File: config.mk
export PLATFORM = sky130hd
export DESIGN_NAME = coreTop
export DESIGN_NICKNAME = d
export VERILOG_FILES = /design/src/rtl/isaPkg.sv /design/src/rtl/pipePkg.sv /design/src/rtl/issueIf.sv /design/src/rtl/fetchUnit.sv /design/src/rtl/regFile.sv /design/src/rtl/decodeStage.sv /design/src/rtl/aluUnit.sv /design/src/rtl/mulUnit.sv /design/src/rtl/writebackStage.sv /design/src/rtl/coreTop.sv
export SDC_FILE = /design/constraint.sdc
export NUM_CORES = 2
export LEC_CHECK = 0
export BUFFER_PORTS_ARGS = -buffer_cell sky130_fd_sc_hd__clkbuf_2
export CORE_MARGIN = 5
export CORE_UTILIZATION = 35
export DETAILED_ROUTE_END_ITERATION = 8
export PLACE_DENSITY_LB_ADDON = 0.2
export SETUP_SLACK_MARGIN = 0.05
export SLEW_MARGIN = 15
export SYNTH_ARGS = -nofsm -noshare
export SYNTH_HDL_FRONTEND = slang
export SYNTH_SLANG_ARGS = --single-unit
File: constraint.sdc
create_clock -name clock -period 23.1 [get_ports clock]
set_input_delay 3.465 -clock clock [delete_from_list [all_inputs] [get_ports clock]]
set_output_delay 3.465 -clock clock [all_outputs]
set_load 0.03 [all_outputs]
File: src/rtl/isaPkg.sv
/*
 * instruction set constants, opcode values and the two views of an instruction word
 */
package isaPkg;

	localparam int xlen = 32;
	localparam int regIdWidth = 4;
	localparam int opcodeWidth = 6;
	localparam int immWidth = 18;

	localparam logic [regIdWidth-1:0] zeroReg = '0;	// always reads zero

	localparam logic [opcodeWidth-1:0] opNop = 6'd0;
	localparam logic [opcodeWidth-1:0] opAdd = 6'd1;
	localparam logic [opcodeWidth-1:0] opSub = 6'd2;
	localparam logic [opcodeWidth-1:0] opAnd = 6'd3;
	localparam logic [opcodeWidth-1:0] opOr = 6'd4;
	localparam logic [opcodeWidth-1:0] opXor = 6'd5;
	localparam logic [opcodeWidth-1:0] opAddi = 6'd6;
	localparam logic [opcodeWidth-1:0] opMul = 6'd7;	// low half of product
	localparam logic [opcodeWidth-1:0] opMulh = 6'd8;	// high half of product
	localparam logic [opcodeWidth-1:0] opBra = 6'd9;
	localparam logic [opcodeWidth-1:0] opBrz = 6'd10;

	// three register operands
	typedef struct packed {
		logic [opcodeWidth-1:0] opcode;
		logic [regIdWidth-1:0] rn;
		logic [regIdWidth-1:0] rm;
		logic [regIdWidth-1:0] ro;
		logic [13:0] spare;
	} regFormWord;

	// two registers plus signed immediate
	typedef struct packed {
		logic [opcodeWidth-1:0] opcode;
		logic [regIdWidth-1:0] rn;
		logic [regIdWidth-1:0] rm;
		logic [immWidth-1:0] imm;
	} immFormWord;

	typedef union packed {
		regFormWord regForm;
		immFormWord immForm;
	} instrWord;

endpackage

File: src/rtl/pipePkg.sv
/*
 * pipeline constants: reset pc, pc step, branch offset scaling
 */
package pipePkg;

	// first fetch address
	localparam logic [isaPkg::xlen-1:0] resetPc = '0;

	// bytes per instruction
	localparam logic [isaPkg::xlen-1:0] pcStep = 4;

	// branch imm counts instructions, not bytes
	localparam int branchShift = 2;

endpackage

File: src/rtl/issueIf.sv
/*
 * issue bundle from the operand stage into EX1
 */
`timescale 1ns/1ps

interface issueIf;

	logic valid;	// low for a bubble
	logic writes;	// valid and dest is not the zero register
	logic [isaPkg::opcodeWidth-1:0] opcode;
	logic [isaPkg::regIdWidth-1:0] dest;
	logic [isaPkg::xlen-1:0] valA;
	logic [isaPkg::xlen-1:0] valB;	// immediate for ADDI
	logic [isaPkg::xlen-1:0] pc;
	logic [isaPkg::xlen-1:0] imm;	// sign extended

	modport issue (
		output valid, writes, opcode, dest, valA, valB, pc, imm
	);

	modport exec (
		input valid, writes, opcode, dest, valA, valB, pc, imm
	);

endinterface

File: src/rtl/fetchUnit.sv
/*
 * program counter with interlock hold and branch redirect
 */
`timescale 1ns/1ps

module fetchUnit (
	input logic clock,
	input logic reset,
	input logic hold,
	input logic branchTaken,
	input logic [isaPkg::xlen-1:0] branchTarget,
	output logic [isaPkg::xlen-1:0] pc
);

	always_ff @(posedge clock)
	begin
		if (reset)
			pc <= pipePkg::resetPc;
		else if (branchTaken)	// wins over hold
			pc <= branchTarget;
		else if (!hold)
			pc <= pc + pipePkg::pcStep;
	end

endmodule

File: src/rtl/regFile.sv
/*
 * sixteen general registers, two read ports with write-through, one write port
 */
`timescale 1ns/1ps

module regFile (
	input logic clock,
	input logic [isaPkg::regIdWidth-1:0] readIdA,
	input logic [isaPkg::regIdWidth-1:0] readIdB,
	output logic [isaPkg::xlen-1:0] readValA,
	output logic [isaPkg::xlen-1:0] readValB,
	input logic writeEnable,
	input logic [isaPkg::regIdWidth-1:0] writeId,
	input logic [isaPkg::xlen-1:0] writeVal
);

	logic [isaPkg::xlen-1:0] regs [2**isaPkg::regIdWidth];

	// R0 first, then a same-cycle write, then the array
	function automatic logic [isaPkg::xlen-1:0] readPort(
		input logic [isaPkg::regIdWidth-1:0] id
	);
		logic [isaPkg::xlen-1:0] value;
		if (id == isaPkg::zeroReg)
			value = '0;
		else if (writeEnable && writeId == id)
			value = writeVal;	// EX2 producer, saves a stall
		else
			value = regs[id];
		return value;
	endfunction

	always_comb
	begin
		readValA = readPort(readIdA);
		readValB = readPort(readIdB);
	end

	always_ff @(posedge clock)
	begin
		if (writeEnable && writeId != isaPkg::zeroReg)	// R0 writes dropped
			regs[writeId] <= writeVal;
	end

endmodule

File: src/rtl/decodeStage.sv
/*
 * ID and operand-read stages, source interlock against EX1, issue register into EX1
 */
`timescale 1ns/1ps

module decodeStage (
	input logic clock,
	input logic reset,
	input logic [isaPkg::xlen-1:0] pc,
	input isaPkg::instrWord instrData,
	input logic branchTaken,
	output logic hold,
	output logic [isaPkg::regIdWidth-1:0] readIdA,
	output logic [isaPkg::regIdWidth-1:0] readIdB,
	input logic [isaPkg::xlen-1:0] readValA,
	input logic [isaPkg::xlen-1:0] readValB,
	issueIf.issue issue
);

	// ID register
	logic idValid;
	isaPkg::instrWord idWord;
	logic [isaPkg::xlen-1:0] idPc;

	// decoded from idWord
	logic [isaPkg::opcodeWidth-1:0] decOp;
	logic decWrites;
	logic decUseA;
	logic decUseB;
	logic decImmSel;
	logic [isaPkg::xlen-1:0] decImm;

	// operand stage
	logic opValid;
	logic [isaPkg::opcodeWidth-1:0] opCode;
	logic [isaPkg::regIdWidth-1:0] opDest;
	logic [isaPkg::regIdWidth-1:0] opSrcA;
	logic [isaPkg::regIdWidth-1:0] opSrcB;
	logic opUseA;
	logic opUseB;
	logic opWrites;
	logic opImmSel;
	logic [isaPkg::xlen-1:0] opImm;
	logic [isaPkg::xlen-1:0] opPc;

	always_ff @(posedge clock)
	begin
		if (reset || branchTaken)
			idValid <= 1'b0;
		else if (!hold)
			idValid <= 1'b1;
	end

	always_ff @(posedge clock)
	begin
		if (!hold)
		begin
			idWord <= instrData;
			idPc <= pc;
		end
	end

	always_comb
	begin
		decOp = isaPkg::opNop;	// unknown opcodes fall through as NOP
		decWrites = 1'b0;
		decUseA = 1'b0;
		decUseB = 1'b0;
		decImmSel = 1'b0;
		case (idWord.regForm.opcode)
			isaPkg::opAdd, isaPkg::opSub, isaPkg::opAnd, isaPkg::opOr, isaPkg::opXor,
			isaPkg::opMul, isaPkg::opMulh:
			begin
				decOp = idWord.regForm.opcode;
				decWrites = 1'b1;
				decUseA = 1'b1;
				decUseB = 1'b1;
			end
			isaPkg::opAddi:
			begin
				decOp = isaPkg::opAddi;
				decWrites = 1'b1;
				decUseA = 1'b1;
				decImmSel = 1'b1;	// ro field is part of imm here
			end
			isaPkg::opBra:
				decOp = isaPkg::opBra;
			isaPkg::opBrz:
			begin
				decOp = isaPkg::opBrz;
				decUseA = 1'b1;	// tested against zero
			end
			default:
				decOp = isaPkg::opNop;
		endcase
		if (idWord.regForm.rn == isaPkg::zeroReg)
			decWrites = 1'b0;
		decImm = {{(isaPkg::xlen - isaPkg::immWidth){idWord.immForm.imm[isaPkg::immWidth-1]}},
			idWord.immForm.imm};
	end

	always_ff @(posedge clock)
	begin
		if (reset || branchTaken)
			opValid <= 1'b0;
		else if (!hold)
			opValid <= idValid;
	end

	always_ff @(posedge clock)
	begin
		if (!hold)
		begin
			opCode <= decOp;
			opDest <= idWord.regForm.rn;
			opSrcA <= idWord.regForm.rm;
			opSrcB <= idWord.regForm.ro;
			opUseA <= decUseA;
			opUseB <= decUseB;
			opWrites <= decWrites;
			opImmSel <= decImmSel;
			opImm <= decImm;
			opPc <= idPc;
		end
	end

	assign readIdA = opSrcA;
	assign readIdB = opSrcB;

	// source still being produced in EX1, EX2 is covered by write-through
	assign hold = opValid && issue.writes &&
		((opUseA && opSrcA == issue.dest) || (opUseB && opSrcB == issue.dest));

	always_ff @(posedge clock)
	begin
		if (reset || branchTaken || hold)
		begin
			issue.valid <= 1'b0;	// bubble
			issue.writes <= 1'b0;
		end
		else
		begin
			issue.valid <= opValid;
			issue.writes <= opValid && opWrites;
		end
	end

	always_ff @(posedge clock)
	begin
		issue.opcode <= opCode;
		issue.dest <= opDest;
		issue.valA <= readValA;
		issue.valB <= opImmSel ? opImm : readValB;
		issue.pc <= opPc;
		issue.imm <= opImm;
	end

endmodule

File: src/rtl/aluUnit.sv
/*
 * EX1 arithmetic and logic, branch resolution, result register into EX2
 */
`timescale 1ns/1ps

module aluUnit (
	input logic clock,
	input logic reset,
	issueIf.exec issue,
	output logic branchTaken,
	output logic [isaPkg::xlen-1:0] branchTarget,
	output logic [isaPkg::xlen-1:0] aluResult
);

	logic [isaPkg::xlen-1:0] aluNext;

	always_comb
	begin
		case (issue.opcode)
			isaPkg::opAdd, isaPkg::opAddi:
				aluNext = issue.valA + issue.valB;	// valB carries imm for ADDI
			isaPkg::opSub:
				aluNext = issue.valA - issue.valB;
			isaPkg::opAnd:
				aluNext = issue.valA & issue.valB;
			isaPkg::opOr:
				aluNext = issue.valA | issue.valB;
			isaPkg::opXor:
				aluNext = issue.valA ^ issue.valB;
			default:
				aluNext = '0;
		endcase
	end

	// redirect straight from EX1, younger stages get killed
	assign branchTaken = issue.valid &&
		(issue.opcode == isaPkg::opBra ||
		(issue.opcode == isaPkg::opBrz && issue.valA == '0));
	assign branchTarget = issue.pc + (issue.imm << pipePkg::branchShift);

	always_ff @(posedge clock)
	begin
		if (reset)
			aluResult <= '0;
		else if (issue.valid)
			aluResult <= aluNext;
	end

endmodule

File: src/rtl/mulUnit.sv
/*
 * EX1 unsigned multiplier with the low or high product half registered into EX2
 */
`timescale 1ns/1ps

module mulUnit (
	input logic clock,
	issueIf.exec issue,
	output logic [isaPkg::xlen-1:0] mulResult
);

	logic [2*isaPkg::xlen-1:0] product;

	// both operands zero-extended to the full product width
	assign product = {{isaPkg::xlen{1'b0}}, issue.valA} * {{isaPkg::xlen{1'b0}}, issue.valB};

	always_ff @(posedge clock)
	begin
		if (issue.opcode == isaPkg::opMulh)
			mulResult <= product[2*isaPkg::xlen-1:isaPkg::xlen];
		else
			mulResult <= product[isaPkg::xlen-1:0];
	end

endmodule

File: src/rtl/writebackStage.sv
/*
 * EX2 result select between ALU and multiplier, register file write port
 */
`timescale 1ns/1ps

module writebackStage (
	input logic clock,
	input logic reset,
	issueIf.exec issue,
	input logic [isaPkg::xlen-1:0] aluResult,
	input logic [isaPkg::xlen-1:0] mulResult,
	output logic writeEnable,
	output logic [isaPkg::regIdWidth-1:0] writeId,
	output logic [isaPkg::xlen-1:0] writeVal
);

	logic ex2Writes;
	logic [isaPkg::regIdWidth-1:0] ex2Dest;
	logic ex2IsMul;	// picks the multiplier result

	always_ff @(posedge clock)
	begin
		if (reset)
			ex2Writes <= 1'b0;
		else
			ex2Writes <= issue.writes;
	end

	always_ff @(posedge clock)
	begin
		ex2Dest <= issue.dest;
		ex2IsMul <= (issue.opcode == isaPkg::opMul) || (issue.opcode == isaPkg::opMulh);
	end

	assign writeEnable = ex2Writes;	// also the core's wbValid
	assign writeId = ex2Dest;
	assign writeVal = ex2IsMul ? mulResult : aluResult;

endmodule

File: src/rtl/coreTop.sv
/*
 * core top level: fetch, decode, register file, ALU, multiplier and writeback
 */
`timescale 1ns/1ps

module coreTop (
	input logic clock,
	input logic reset,
	output logic [31:0] instrAddr,
	input logic [31:0] instrData,
	output logic wbValid,
	output logic [3:0] wbReg,
	output logic [31:0] wbValue
);

	logic [isaPkg::xlen-1:0] pc;
	logic hold;
	logic branchTaken;
	logic [isaPkg::xlen-1:0] branchTarget;
	logic [isaPkg::regIdWidth-1:0] readIdA;
	logic [isaPkg::regIdWidth-1:0] readIdB;
	logic [isaPkg::xlen-1:0] readValA;
	logic [isaPkg::xlen-1:0] readValB;
	logic [isaPkg::xlen-1:0] aluResult;
	logic [isaPkg::xlen-1:0] mulResult;
	logic writeEnable;
	logic [isaPkg::regIdWidth-1:0] writeId;
	logic [isaPkg::xlen-1:0] writeVal;

	issueIf i_issueIf ();	// operand stage to EX1

	fetchUnit i_fetchUnit (
		.clock(clock),
		.reset(reset),
		.hold(hold),
		.branchTaken(branchTaken),
		.branchTarget(branchTarget),
		.pc(pc)
	);

	decodeStage i_decodeStage (
		.clock(clock),
		.reset(reset),
		.pc(pc),
		.instrData(instrData),
		.branchTaken(branchTaken),
		.hold(hold),
		.readIdA(readIdA),
		.readIdB(readIdB),
		.readValA(readValA),
		.readValB(readValB),
		.issue(i_issueIf)
	);

	regFile i_regFile (
		.clock(clock),
		.readIdA(readIdA),
		.readIdB(readIdB),
		.readValA(readValA),
		.readValB(readValB),
		.writeEnable(writeEnable),
		.writeId(writeId),
		.writeVal(writeVal)
	);

	aluUnit i_aluUnit (
		.clock(clock),
		.reset(reset),
		.issue(i_issueIf),
		.branchTaken(branchTaken),
		.branchTarget(branchTarget),
		.aluResult(aluResult)
	);

	mulUnit i_mulUnit (
		.clock(clock),
		.issue(i_issueIf),
		.mulResult(mulResult)
	);

	writebackStage i_writebackStage (
		.clock(clock),
		.reset(reset),
		.issue(i_issueIf),
		.aluResult(aluResult),
		.mulResult(mulResult),
		.writeEnable(writeEnable),
		.writeId(writeId),
		.writeVal(writeVal)
	);

	assign instrAddr = pc;
	assign wbValid = writeEnable;
	assign wbReg = writeId;
	assign wbValue = writeVal;

endmodule

==> metrics.csv <==
stage;metric;value;unit
synthesis;number of synthesized flops with an enable pin;644;
sta;post-layout min period;9.69;ns
drt;drt total wl;246;mm
global_routing;vias in the first global route;52000;
synthesis;Synth area leaders;edfxtp_1 27%, fa_1 25%, mux4_2 10%, ha_1 6.7%, dfxtp_1 6.5%;
clock_network;buffer levels on the longest clock path;3;
finish;layout cells sized above 1;12.7;%
critical_path;reg2reg start;i_decodeStage.issue.valA[15]$_SDFF_PN0_;
finish;Biggest register;i_regFile.regs;
global_routing;GRT Residual Overflow;0;
critical_path;Setup crit start;i_decodeStage.issue.valA[15]$_SDFF_PN0_;
critical_path;R2R Path End;i_mulUnit.mulResult[17]$_DFF_P_;
synthesis;fraction of registers with async set/reset;0;%
synthesis;Top FF cell, synth;edfxtp_1;
placement;routability cong.;0.929;
floorplanning;initial core utilization;35.2;%
finish;area delta synth->final;9.60;%
clock_network;H-tree depth;3;
clock_network;clock sink total;878;
clock_network;CTS tree;yes;
critical_path;Worst setup EP type;register;
finish;fin util;38.6;%
critical_path;r2r setup slk;13.41;ns
finish;Largest register FFs;512;
floorplanning;Core Footprint;205000;sq um
clock_network;Post-CTS Setup Repair Bufs;0;
drt;vias per cell;5.43;
floorplanning;chip width;464;microns
sta;Worst Max-Slew Pin Slew;1.31;ns
clock_network;insertion delay to the later sink of the worst-skew pair;0.69;ns
placement;DP HPWL;177;mm
floorplanning;io pins;103;
synthesis;post-synthesis average cell area;11.5;sq um
sta;fmax;103;MHz
critical_path;CP Max Fanout;14;
synthesis;synth unique cells;77;
placement;Post-DP Area;76200;sq um
drt;DR vias;49200;
synthesis;cell with the most instances after synthesis;inv_1;
critical_path;startpoint types;register;
critical_path;Worst Reg-to-Reg Cells;26;
global_routing;total global routing track utilization;22.8;%
min_path;Hold Path Class;reg -> reg;
clock_network;CTS resizes;0;
floorplanning;Die Area;215000;sq um
critical_path;Crit path top cell by count;fa_1;
job;max cap viols;0;
synthesis;mapped cell area;72200;sq um
critical_path;CP required;23.64;ns
synthesis;top cell type by total area after synthesis;edfxtp_1;
sta;skew final;0.0356;ns
sta;Fin Hold WS;0.313;ns
critical_path;slowest CP cell;dfxtp_1;
finish;Fillers;19800;
sta;setup repair after global routing missed its margin;false;
synthesis;register area share after synthesis;33.3;%
critical_path;CP Data Arrival Time;10.23;ns
drt;drt pass-1 iters;6;
sta;final-report hold violation count;0;
synthesis;commonest cells in the netlist;923 x inv_1, 898 x fa_1, 770 x nor2_1;
sta;Slew headroom;12.7;%
placement;IO buf count;102;
global_routing;initial antenna violation count;5;
synthesis;top cell type's share of synthesized area;26.8;%
drt;wire length per cell;27.2;microns
clock_network;root buffer cell;clkbuf_16;
drt;Final ANT Viol Nets;0;
sta;final worst path period share;42.0;%
clock_network;number of hold buffers added after CTS;0;
synthesis;Gate Count Post-Synth;6273;
sta;Max Slew Vio Count;0;
run_status;run status;finished, final reports clean;
critical_path;crit path to;i_mulUnit.mulResult[17]$_DFF_P_;
clock_network;Num CTS Buffers;88;
global_routing;first-pass GRT wire length;363;mm
floorplanning;Die H;464;microns
sta;Final setup viols;0;
global_routing;pin count of the biggest net entering global routing;132;
clock_network;Reg clk slew, reported paths;0.06;ns
drt;DRT iter0 DRCs;4248;
finish;nets;7611;
floorplanning;Core Rows;166;
drt;Remaining DRCs;0;
synthesis;FF+latch count, synth;878;
finish;final instance area;79100;sq um
critical_path;Crit Path Class;reg -> reg;
synthesis;Ys Warns;0;
critical_path;max incr delay on CP;0.95;ns
sta;setup tns final;0;ns
## final cells by class
class                           instances  area, sq um  share of cell area, %
Sequential cell                       878        24000                   30.4
Multi-Input combinational cell       4123        43500                   55.0
Antenna cell                            4         10.0                 0.0127
Tap cell                             2688         3360                   4.25
Inverter                              945         3550                   4.49
Timing Repair Buffer                  254         1660                   2.10
Clock buffer                          118         2460                   3.11
Clock inverter                         45          499                  0.631
## through the flow
step	std cells	worst slack, ns
after global placement	8888	13.52
after floorplan	6306	15.37
after CTS	9051	13.42
after global routing	9051	13.13
final	9055	13.41
after detailed placement	8888	13.53
## placed cells by master, fill, tap and decap left out, drive strengths merged, types with 10 or more instances in the layout
cell type    n
inv        937
fa         898
nor2       770
edfxtp     644
nand2      568
ha         389
mux4       320
dfxtp      234
clkbuf     220
buf        152
o21ai      150
a21oi      133
xnor2      116
mux2i       77
a21o        62
xor2        62
a22oi       48
nor3        46
nand3       43
clkinv      41
mux2        38
conb        34
a211oi      32
nand4       30
nor4        26
nor2b       23
and3        22
o21a        19
o21bai      19
a31oi       18
o221ai      16
or3         15
o31ai       13
nand2b      10
and2        10
o41ai       10
## layer usage
layer	up-vias	global-route usage (%)	routed length, microns
li1	20900	-	-
met4	2	6.99	9280
met1	25900	30.9	102000
met3	416	4.41	19000
met2	1921	37.1	116000
met5	-	0	13
## kinds of logic (layout without fill, tap and decap cells)
family | count (synthesis) | in the layout | synth area share (%)
buffers and inverters | 1305 | 1362 | 6.80
XOR/XNOR | 178 | 178 | 2.16
multiplexers | 435 | 435 | 11.6
AND/OR/NAND/NOR | 1592 | 1592 | 9.08
flip-flops | 878 | 878 | 33.3
AO/OA/AOI/OAI | 597 | 597 | 5.39
other | 1 | 38 | 0.00519
adder cells (fa/ha/maj) | 1287 | 1287 | 31.6
## worst min-delay path by stage
stage | from | endpoint | slack, ns | depth (start not counted)
floorplan | i_decodeStage.opDest[0]$_DFFE_PN_ | i_decodeStage.issue.dest[0]$_DFF_P_ | 0.32 | 0
global placement | i_decodeStage.opPc[12]$_DFFE_PN_ | i_decodeStage.issue.pc[12]$_DFF_P_ | 0.32 | 0
finish | i_decodeStage.opCode[1]$_DFFE_PN_ | i_decodeStage.issue.opcode[1]$_DFF_P_ | 0.31 | 0
CTS | i_decodeStage.opCode[1]$_DFFE_PN_ | i_decodeStage.issue.opcode[1]$_DFF_P_ | 0.31 | 0
detailed placement | i_decodeStage.opCode[5]$_DFFE_PN_ | i_decodeStage.issue.opcode[5]$_DFF_P_ | 0.33 | 0
global route | i_decodeStage.opCode[3]$_DFFE_PN_ | i_decodeStage.issue.opcode[3]$_DFF_P_ | 0.33 | 0
## worst max-delay path: cells and delay by family (launching register included)
family / cells / cell delay (ns)
fa+ha+maj: 9 / 4.29
compound gates: 8 / 2.60
buf+inv: 6 / 1.17
flops: 1 / 0.95
xor+xnor: 1 / 0.26
simple gates: 2 / 0.24
Power is not shown: default switching activity piles up to over one toggle a cycle in this logic, so the estimate is an artifact.
